[src/common/ocyrus_wb_pkg.sv]
package ocyrus_wb_pkg;

	// bus widths
	localparam int WB_ADDR_WIDTH = 2; // one address per lane
	localparam int WB_DATA_WIDTH = 8; // one word per transfer

	// address map
	// write to address n stages the word for lane n
	// read at any address gives the pending mask in the low bits,
	// upper bits read as zero
	typedef logic [WB_ADDR_WIDTH-1:0] wb_addr_t;

	// bus data, same width as a lane word
	typedef logic [WB_DATA_WIDTH-1:0] wb_data_t;

endpackage

[src/common/ocyrus_pkg.sv]
package ocyrus_pkg;

	// lane geometry
	localparam int NUM_LANES = 4; // serial outputs driven in parallel
	localparam int BIT_DEPTH = 8; // bit clocks per word, 8:1 serializing

	// output delay limit
	// taps above 6 cost full bit rate on the vendor odelay primitive,
	// so the portable delay line keeps the same ceiling
	localparam int MAX_DELAY_TAPS = 6;

	// one lane word, sent msb first
	typedef logic [BIT_DEPTH-1:0] tx_word_t;

	// one bit per lane, used for pending flags and serial bits
	typedef logic [NUM_LANES-1:0] lane_mask_t;

	// an amount of output delay in bit clocks, 0 to 7
	typedef logic [2:0] delay_count_t;

	// bit position inside a word, wraps at BIT_DEPTH
	typedef logic [$clog2(BIT_DEPTH)-1:0] strobe_count_t;

	// fixed per-lane output delay in bit clocks
	localparam delay_count_t LANE_DELAY [NUM_LANES] = '{
		3'd0, // lane 0 straight through
		3'd2, // lane 1
		3'd5, // lane 2
		3'd6  // lane 3 at the tap limit
	};

	// word sent on a lane that had nothing staged for the frame
	localparam tx_word_t IDLE_WORD = 8'h00;

endpackage
[src/design/ocyrus_quad_tx.sv]
module ocyrus_quad_tx
	import ocyrus_pkg::*, ocyrus_wb_pkg::*;
(
	input  logic       bit_clock, // serial bit rate clock
	input  logic       rst_n,
	input  logic       wb_cyc,
	input  logic       wb_stb,
	input  logic       wb_we,
	input  wb_addr_t   wb_adr, // lane number on writes
	input  wb_data_t   wb_dat_w,
	output wb_data_t   wb_dat_r,
	output logic       wb_ack,
	output lane_mask_t d_out, // one serial line per lane
	output logic       word_mark, // start of word, before lane delays
	output logic       locked // strobe generator running
);

	logic       load_strobe; // frame boundary, every BIT_DEPTH clocks
	lane_mask_t pending; // lanes with a word waiting
	tx_word_t   staged_words [NUM_LANES];
	lane_mask_t serial_bits; // serializer to delay lines

	// replaces the pll and io clock buffer strobe
	serdes_strobe_gen serdes_strobe_gen_i (
		.bit_clock   (bit_clock),
		.rst_n       (rst_n),
		.load_strobe (load_strobe),
		.locked      (locked)
	);

	// bus side, one staging register per lane
	wb_word_stage wb_word_stage_i (
		.bit_clock    (bit_clock),
		.rst_n        (rst_n),
		.load_strobe  (load_strobe),
		.wb_cyc       (wb_cyc),
		.wb_stb       (wb_stb),
		.wb_we        (wb_we),
		.wb_adr       (wb_adr),
		.wb_dat_w     (wb_dat_w),
		.wb_dat_r     (wb_dat_r),
		.wb_ack       (wb_ack),
		.pending      (pending),
		.staged_words (staged_words)
	);

	// 8:1 shift out, msb first
	lane_serializer lane_serializer_i (
		.bit_clock    (bit_clock),
		.rst_n        (rst_n),
		.load_strobe  (load_strobe),
		.pending      (pending),
		.staged_words (staged_words),
		.serial_bits  (serial_bits),
		.word_mark    (word_mark)
	);

	// fixed per-lane skew, stands in for the output delay taps
	lane_output_delay lane_output_delay_i (
		.bit_clock   (bit_clock),
		.rst_n       (rst_n),
		.serial_bits (serial_bits),
		.d_out       (d_out)
	);

endmodule

[src/design/lane_output_delay.sv]
module lane_output_delay
	import ocyrus_pkg::*;
(
	input  logic       bit_clock,
	input  logic       rst_n,
	input  lane_mask_t serial_bits, // undelayed lane bits
	output lane_mask_t d_out // each lane late by LANE_DELAY[n]
);

	for (genvar n = 0; n < NUM_LANES; n++) begin : g_lane
		localparam int TAPS = int'(LANE_DELAY[n]);

		if (TAPS == 0) begin : g_direct
			assign d_out[n] = serial_bits[n]; // zero delay, no flops
		end else begin : g_chain
			logic [MAX_DELAY_TAPS-1:0] chain_q; // bit 0 is one clock late

			always_ff @(posedge bit_clock) begin
				if (!rst_n) begin
					chain_q <= '0;
				end else begin
					chain_q <= {chain_q[MAX_DELAY_TAPS-2:0], serial_bits[n]};
				end
			end

			assign d_out[n] = chain_q[TAPS-1]; // tap at the lane delay
		end

		// table entries beyond the chain length would tap past its end
		a_delay_in_range: assert property (
			@(posedge bit_clock)
			$rose(rst_n) |-> (LANE_DELAY[n] <= MAX_DELAY_TAPS)
		);
	end

endmodule

[src/design/lane_serializer.sv]
module lane_serializer
	import ocyrus_pkg::*;
(
	input  logic       bit_clock,
	input  logic       rst_n,
	input  logic       load_strobe, // parallel load point
	input  lane_mask_t pending, // lanes with a staged word
	input  tx_word_t   staged_words [NUM_LANES],
	output lane_mask_t serial_bits, // msb of each shift register
	output logic       word_mark // bit 7 is on serial_bits this cycle
);

	tx_word_t shift_q [NUM_LANES]; // one parallel-load shift register per lane
	logic     mark_q;

	// load on the strobe, shift left otherwise
	// pending is taken as is, the staging side clears it on the same edge
	always_ff @(posedge bit_clock) begin
		if (!rst_n) begin
			for (int n = 0; n < NUM_LANES; n++) begin
				shift_q[n] <= '0; // keeps the lines quiet out of reset
			end
		end else if (load_strobe) begin
			for (int n = 0; n < NUM_LANES; n++) begin
				if (pending[n]) begin
					shift_q[n] <= staged_words[n];
				end else begin
					shift_q[n] <= IDLE_WORD; // nothing written for this frame
				end
			end
		end else begin
			for (int n = 0; n < NUM_LANES; n++) begin
				shift_q[n] <= {shift_q[n][BIT_DEPTH-2:0], 1'b0}; // msb first
			end
		end
	end

	// serial bit comes straight off the register msb
	always_comb begin
		for (int n = 0; n < NUM_LANES; n++) begin
			serial_bits[n] = shift_q[n][BIT_DEPTH-1];
		end
	end

	// strobe delayed by one, lines up with bit 7 of the new word
	always_ff @(posedge bit_clock) begin
		if (!rst_n) begin
			mark_q <= 1'b0;
		end else begin
			mark_q <= load_strobe;
		end
	end

	assign word_mark = mark_q;

endmodule

[src/design/wb_word_stage.sv]
module wb_word_stage
	import ocyrus_pkg::*, ocyrus_wb_pkg::*;
(
	input  logic       bit_clock,
	input  logic       rst_n,
	input  logic       load_strobe, // frame boundary, clears all pending
	input  logic       wb_cyc,
	input  logic       wb_stb,
	input  logic       wb_we,
	input  wb_addr_t   wb_adr, // lane select
	input  wb_data_t   wb_dat_w,
	output wb_data_t   wb_dat_r, // pending mask on reads
	output logic       wb_ack, // registered, one cycle per transfer
	output lane_mask_t pending, // lanes holding a word for next frame
	output tx_word_t   staged_words [NUM_LANES]
);

	logic     bus_req; // a new transfer is waiting
	logic     wr_accept; // write goes into a free lane this cycle
	logic     rd_accept; // status read this cycle
	logic     ack_q;
	wb_data_t rd_data_q;
	lane_mask_t pending_q;
	tx_word_t stage_q [NUM_LANES]; // one staging register per lane

	// the !ack_q term keeps a held request from being acked twice
	assign bus_req = wb_cyc && wb_stb && !ack_q;

	// a busy lane simply leaves the master waiting, that is the back-pressure
	assign wr_accept = bus_req && wb_we && !pending_q[wb_adr];
	assign rd_accept = bus_req && !wb_we;

	always_ff @(posedge bit_clock) begin
		if (!rst_n) begin
			ack_q <= 1'b0;
		end else begin
			ack_q <= wr_accept || rd_accept; // one cycle after the accept
		end
	end

	// pending flags
	// a strobe empties every lane at once
	// a write accepted in the strobe edge still sets its bit,
	// so the word lands in the frame after this one
	always_ff @(posedge bit_clock) begin
		if (!rst_n) begin
			pending_q <= '0;
		end else begin
			if (load_strobe) begin
				pending_q <= '0;
			end
			if (wr_accept) begin
				pending_q[wb_adr] <= 1'b1; // set wins over the strobe clear
			end
		end
	end

	// word payload, only meaningful while the pending bit is up
	always_ff @(posedge bit_clock) begin
		if (wr_accept) begin
			stage_q[wb_adr] <= tx_word_t'(wb_dat_w);
		end
	end

	// read data sampled with the request, presented with the ack
	always_ff @(posedge bit_clock) begin
		if (rd_accept) begin
			rd_data_q <= wb_data_t'(pending_q); // zero extended mask
		end
	end

	assign wb_ack       = ack_q;
	assign wb_dat_r     = rd_data_q;
	assign pending      = pending_q;
	assign staged_words = stage_q;

	// ack must only answer a live cycle, master holds cyc/stb until it sees ack
	a_ack_in_cycle: assert property (
		@(posedge bit_clock) disable iff (!rst_n)
		wb_ack |-> (wb_cyc && wb_stb)
	);

endmodule

[src/design/serdes_strobe_gen.sv]
module serdes_strobe_gen
	import ocyrus_pkg::*;
(
	input  logic bit_clock,
	input  logic rst_n,
	output logic load_strobe, // one cycle in every BIT_DEPTH
	output logic locked // high from the cycle after the first strobe
);

	localparam strobe_count_t LAST_COUNT = strobe_count_t'(BIT_DEPTH - 1);

	strobe_count_t bit_count; // position of the current bit in the word
	logic seen_strobe; // first strobe has gone out

	// plain divide by BIT_DEPTH, stands in for the io clock buffer strobe
	always_ff @(posedge bit_clock) begin
		if (!rst_n) begin
			bit_count <= '0;
		end else if (bit_count == LAST_COUNT) begin
			bit_count <= '0; // wrap at word boundary
		end else begin
			bit_count <= bit_count + 1'b1;
		end
	end

	assign load_strobe = (bit_count == LAST_COUNT); // 8th cycle after reset release

	always_ff @(posedge bit_clock) begin
		if (!rst_n) begin
			seen_strobe <= 1'b0;
		end else if (load_strobe) begin
			seen_strobe <= 1'b1; // sticky until reset
		end
	end

	assign locked = seen_strobe;

	// word framing depends on strobes being isolated single pulses
	a_strobe_single: assert property (
		@(posedge bit_clock) disable iff (!rst_n)
		load_strobe |=> !load_strobe
	);

endmodule

[config.mk]
export PLATFORM = sky130hd
export DESIGN_NAME = ocyrus_quad_tx
export DESIGN_NICKNAME = d
export VERILOG_FILES = /design/src/common/ocyrus_wb_pkg.sv /design/src/common/ocyrus_pkg.sv /design/src/design/ocyrus_quad_tx.sv /design/src/design/lane_output_delay.sv /design/src/design/lane_serializer.sv /design/src/design/wb_word_stage.sv /design/src/design/serdes_strobe_gen.sv
export SDC_FILE = /design/constraint.sdc
export NUM_CORES = 1
export LEC_CHECK = 0
export BUFFER_PORTS_ARGS = -buffer_cell sky130_fd_sc_hd__clkbuf_2
export CORE_MARGIN = 1.5
export CORE_UTILIZATION = 35
export DETAILED_ROUTE_END_ITERATION = 10
export PLACE_DENSITY_LB_ADDON = 0.2
export SLEW_MARGIN = 5
export SYNTH_ARGS = -nofsm -noshare
export SYNTH_HDL_FRONTEND = slang
export SYNTH_SLANG_ARGS = --single-unit
[constraint.sdc]
create_clock -name bit_clock -period 2.6 [get_ports bit_clock]
set_input_delay 0.26 -clock bit_clock [delete_from_list [all_inputs] [get_ports bit_clock]]
set_output_delay 0.26 -clock bit_clock [all_outputs]
set_load 0.01 [all_outputs]
Yosys cells after proc, flatten, opt, wreduce, memory -nomap -nowiden:

Memory sizes are Yosys's and may differ from the RTL's.
Cells that the tools add are included.

* bitwise logic cells: 15
* magnitude comparators: 4
* multiplexer cells: 58
* reductions and logical operators: 12
* add/sub/neg operators: 1
* eq/ne operators: 1

Operator list (count)
* $mux 8: 13
* $mux 1: 38
* $bwmux 32: 1
* $demux 8 s2: 1
* $mux 4: 3
* $or 1x1->1: 12
* $logic_and 1x1->1: 7
* $or 4x4->4: 1
* $add 3x1->3 const B: 1
* $eq 3x3->1 const B: 1
* $ge 3x3->1 const B: 1
* $logic_not 1->1: 3
* $lt 2x3->1 const B: 1
* $lt 3x1->1 const B: 1
* $not 2->3: 1
* $bmux 1 s2: 1
* $demux 1 s2: 1
* $ge 2x1->1 const B: 1
* $reduce_or 2->1: 1
* $logic_or 1x1->1: 1
* $not 1->1: 1

* output and inout bits: 15
* bits of input ports: 15
* register bits after elaboration: 59
* memory bits (writable): 32
* logic and storage cells: 105
* memories kept: 1

Memory list
* lane_serializer_i.shift_q: words 4, width 8, rd ports 4, clocked after memory_dff 0, write ports 4, RTL line lane_serializer.sv:13 `tx_word_t shift_q [NUM_LANES];`

Longest topological paths before layout:

* depth in word-level cells: 7
* gate-level depth with buffers: 6
* mapped depth without buffers: 5

By module:

From an unflattened synthesis, not the netlist that was laid out.

* cell total of the unflattened synthesis: 195
* area, all modules: 3380.7 um^2

By module, submodules not included
* lane_serializer: cells each 85, sequential area each 960.9 um^2, area each 1432.6 um^2, times used 1
* wb_word_stage: cells each 68, sequential area each 1181.1 um^2, area each 1398.8 um^2, times used 1
* lane_output_delay: cells each 31, sequential area each 260.2 um^2, area each 394.1 um^2, times used 1
* serdes_strobe_gen: cells each 11, sequential area each 80.1 um^2, area each 155.1 um^2, times used 1

Worst setup path before layout:

No wires, ideal clock.

* kind: register to register
* start point: register serdes_strobe_gen_i.bit_count[0]
* end point: memory lane_serializer_i.shift_q[1][0] in the netlist's numbering (enable)
* period minus slack after synthesis: 1.718 ns
* data arrival time: 1.424 ns
* slack: 0.882 ns
* required time: 2.306 ns
* setup time: 0.294 ns
* cell stages (with the launch flop): 5
* buffers on the path: 0
* path through: dfxtp_1 ha_1 ha_1 nand2_1 or3_1

RTL lines
* start: declaration: RTL line serdes_strobe_gen.sv:12 `strobe_count_t bit_count;`
* start signal: assignment: RTL line serdes_strobe_gen.sv:22 `bit_count <= bit_count + 1'b1;`
* end: declaration: RTL line lane_serializer.sv:13

==> results.md <==
- Arr. time, crit path: between 1500 and 2000 ps
- Crit path kind: flip-flop to flip-flop
- Hold Path Depth: 1
- Syn Inst Count: around 230
- Synthesized area per cell: 14.5 µm²
- Clock skew: approximately 10 ps
- First-pass GRT wire length: a little under 10000 µm
- VDD IR max: ~0.23 mV
- Tmin final: ~1900 ps
- Setup TNS: 0 ps
- Clk sinks: 91
- Post-Layout Cell Count: just under 400
- Yosys top cell by area: edfxtp_1
- Slew @ Worst Pin: about 580 ps
- Clock Tree Buf Depth: 2
- R2R depth: 6
- Psw: 0.000547 W
- H-tree depth: 3
- CTS resizes: 0
- Worst hold start: wb_dat_w[1]
- Final nets: around 280
- Synthesis-to-layout area growth: 12.9%
- Synth Register Bits: 91
- Total track usage: 13.3%
- Leakage: between 1 and 1.5 nW
- Critical path startpoint category: flip-flop
- DP Worst Slack: 750 ps
- Remaining DRCs: 0
- Routed Antenna Nets: 0
- Vias post-DR: approximately 1900
- RSZ-0062 raised after global routing: false
- Status: completed
- Synth area leaders: edfxtp_1 (59%), dfxtp_1 (15%), a22oi_1 (3.1%)
- Final WS setup: between 700 and 800 ps
- Critical path fanouts, max: 16
- Via density per instance: around 4.7
- Antenna diodes: 0
- Total CTS buffers: 9
- Final period utilization: 71.9%
- Hold EP: wb_word_stage_i.staged_words[1]
- HPWL Detailed: 4000 µm
- Placed Cells: 379
- Sequential power share: roughly three fifths
- Mapped Area: about 0.0034 mm²
- FF-to-FF Start: serdes_strobe_gen_i.bit_count[0]
- Post-synthesis sequential area ratio: 73.3%
- Gr ovfl total: 0
- Rows: 35
- Initial Util: 36.3%
- GPL Wtd Cong: around 0.71
- Combinational share of power: roughly 2.8%
- PwrDens: about 680 mW/mm²
- Clock latency at the later pin of the worst-skew pair: approximately 360 ps
- # fillers: approximately 890
- Vias in the first global route: about 1800
- Fmax: ~540 MHz
- Critical Path End Type: flip-flop
- Post-CTS setup buffer count: 0
- Root Buffer: clkbuf_8
- I/O Buffers: 25
- Sw Ratio: a little over a fifth
- Clk pwr share: 36.3%
- Largest net degree at the start of global routing: 23
- Synth cell types: 32
- Layout cell share with drive strength beyond 1: 19.9%
- Detailed Route Iter0 Violations: a little under 80
- RR Endpoint: lane_serializer_i.shift_q[1][6]
- Die Span Y: between 100 and 150 µm
- Slew margin rel.: roughly 61%
- CTS tree: built
- First-pass DRT Iterations: 6
- Die area: around 0.010 mm²
- # hold bufs at CTS: 0
- Final Hold Viols: 0
- Synth Warn #: 0
- Final setup vio count: 0
- CTS clk-pin slew, worst paths: around 90 ps
- Core area: 0.00933 mm²
- Ports: 30
- Drt wl/cell: about 16 µm
- Worst path required time: ~2700 ps
- Pint: a little over 0.002 W
- Max-slew violations: 0
- MaxCap Viol Count: 0
- Proportion of netlist area held by the largest area contributor: around 59%
- Initial antenna violation count: 0
- Die width: 101 µm
- Hold crit path type: primary input to flip-flop
- Final wirelength: 6140 µm
- R2R setup slack: about 730 ps
## sequential cells by signal (all words and copies together) (netlist names)
register,count
lane_serializer_i.word_mark,1
wb_word_stage_i.pending,4
lane_output_delay_i.g_lane.g_chain.chain_q,13
serdes_strobe_gen_i.locked,1
wb_word_stage_i.wb_ack,1
serdes_strobe_gen_i.bit_count,3
wb_word_stage_i.staged_words,32
wb_word_stage_i.wb_dat_r,4
lane_serializer_i.shift_q,32
## critical path, stage by stage (launching register included)
cell,delay [ps]
dfxtp_1,350
ha_1,180
ha_1,170
buf_4,240
inv_2,100
o41ai_4,470
a21oi_1,110
## cell usage in the layout, fill, tap and decap left out, types with 2 or more instances in the layout
cell / instances
inv_6: 2
and2_1: 15
buf_4: 6
and3_1: 2
or3_1: 3
dfxtp_1: 25
o21a_1: 4
ha_1: 3
a21oi_1: 10
nand3_1: 8
nor3b_1: 3
a22o_1: 7
a22oi_1: 14
conb_1: 4
nand2b_1: 2
inv_2: 2
inv_1: 3
nor3_1: 6
edfxtp_1: 66
nor2b_1: 3
nand2_1: 11
clkbuf_8: 9
clkbuf_2: 25
nor2_1: 19
## worst max path at each step
stage,cells past startpoint,to,startpoint
6_report,6,lane_serializer_i.shift_q[1][6],serdes_strobe_gen_i.bit_count[0]
5_1_grt,6,lane_serializer_i.shift_q[1][6],serdes_strobe_gen_i.bit_count[0]
4_1_cts,6,lane_serializer_i.shift_q[1][6],serdes_strobe_gen_i.bit_count[0]
3_5_place_dp,6,lane_serializer_i.shift_q[1][6],serdes_strobe_gen_i.bit_count[0]
3_3_place_gp,6,lane_serializer_i.shift_q[1][1],serdes_strobe_gen_i.bit_count[0]
2_1_floorplan,4,lane_serializer_i.shift_q[1][0],serdes_strobe_gen_i.bit_count[0]
## power groups by stage
stage / registers, W / logic, W / clock network (W)
after CTS: 0.00157 / 0.0000749 / 0.000969
after global placement: 0.00160 / 0.0000738 / 0
final: 0.00157 / 0.0000723 / 0.000937
after detailed placement: 0.00160 / 0.0000750 / 0
after global routing: 0.00157 / 0.0000834 / 0.00103
after floorplan: 0.00160 / 0.0000430 / 0
## metrics by stage
step	utilization [%]	hold slack [ps]	cell area, µm²	power (W)
floorplan	-	359	3400	0.00164
global placement	38.9	406	3630	0.00168
detailed placement	38.9	419	3630	0.00168
CTS	41.0	140	3820	0.00261
global route	41.0	136	3820	0.00269
finish	41.0	148	3820	0.00258
## metal layers
metal | vias to the layer above | GRT usage, % | wire, µm
met3 | 12 | 3.66 | 175
met1 | 919 | 17.2 | 2810
met2 | 29 | 20.9 | 3020
li1 | 905 | - | -
met5 | - | 0 | 0
met4 | 0 | 6.41 | 129
## synth_stat cells, drive strengths merged
| library cell | instances |
|---|---|
| buf | 9 |
| nand2 | 11 |
| ha | 3 |
| nor4b | 1 |
| nand4bb | 1 |
| and2 | 16 |
| nand2b | 2 |
| mux4 | 1 |
| nor2b | 3 |
| a22o | 7 |
| a21oi | 10 |
| nor3b | 3 |
| nor3 | 6 |
| dfxtp | 25 |
| nand3 | 8 |
| inv | 5 |
| nand4b | 1 |
| nor2 | 20 |
| conb | 1 |
| o41ai | 1 |
| and3 | 2 |
| o21bai | 1 |
| a22oi | 14 |
| edfxtp | 66 |
| a221oi | 1 |
| or3 | 3 |
| clkbuf | 9 |
| o21a | 4 |
## cell type report
type                       count  area [µm²]  share of cell area (%)
timing repair buffer          31         170                    4.45
inverter                       5        18.8                   0.491
tap                          129         161                    4.23
clock inverter                 6        63.8                    1.67
clock buffer                  10         128                    3.34
multi-input combinational    123         796                    20.8
sequential                    91        2480                    65.0
## logic make-up after synthesis
kind of cell             share of synthesized area [%]
AO/OA/AOI/OAI                                     9.21
adder cells (fa/ha/maj)                           1.11
buffers and inverters                             3.47
flip-flops                                        73.3
multiplexers                                     0.665
other                                            0.111
AND/OR/NAND/NOR                                   12.1
Note: power is estimated with default switching activity, not from simulation.
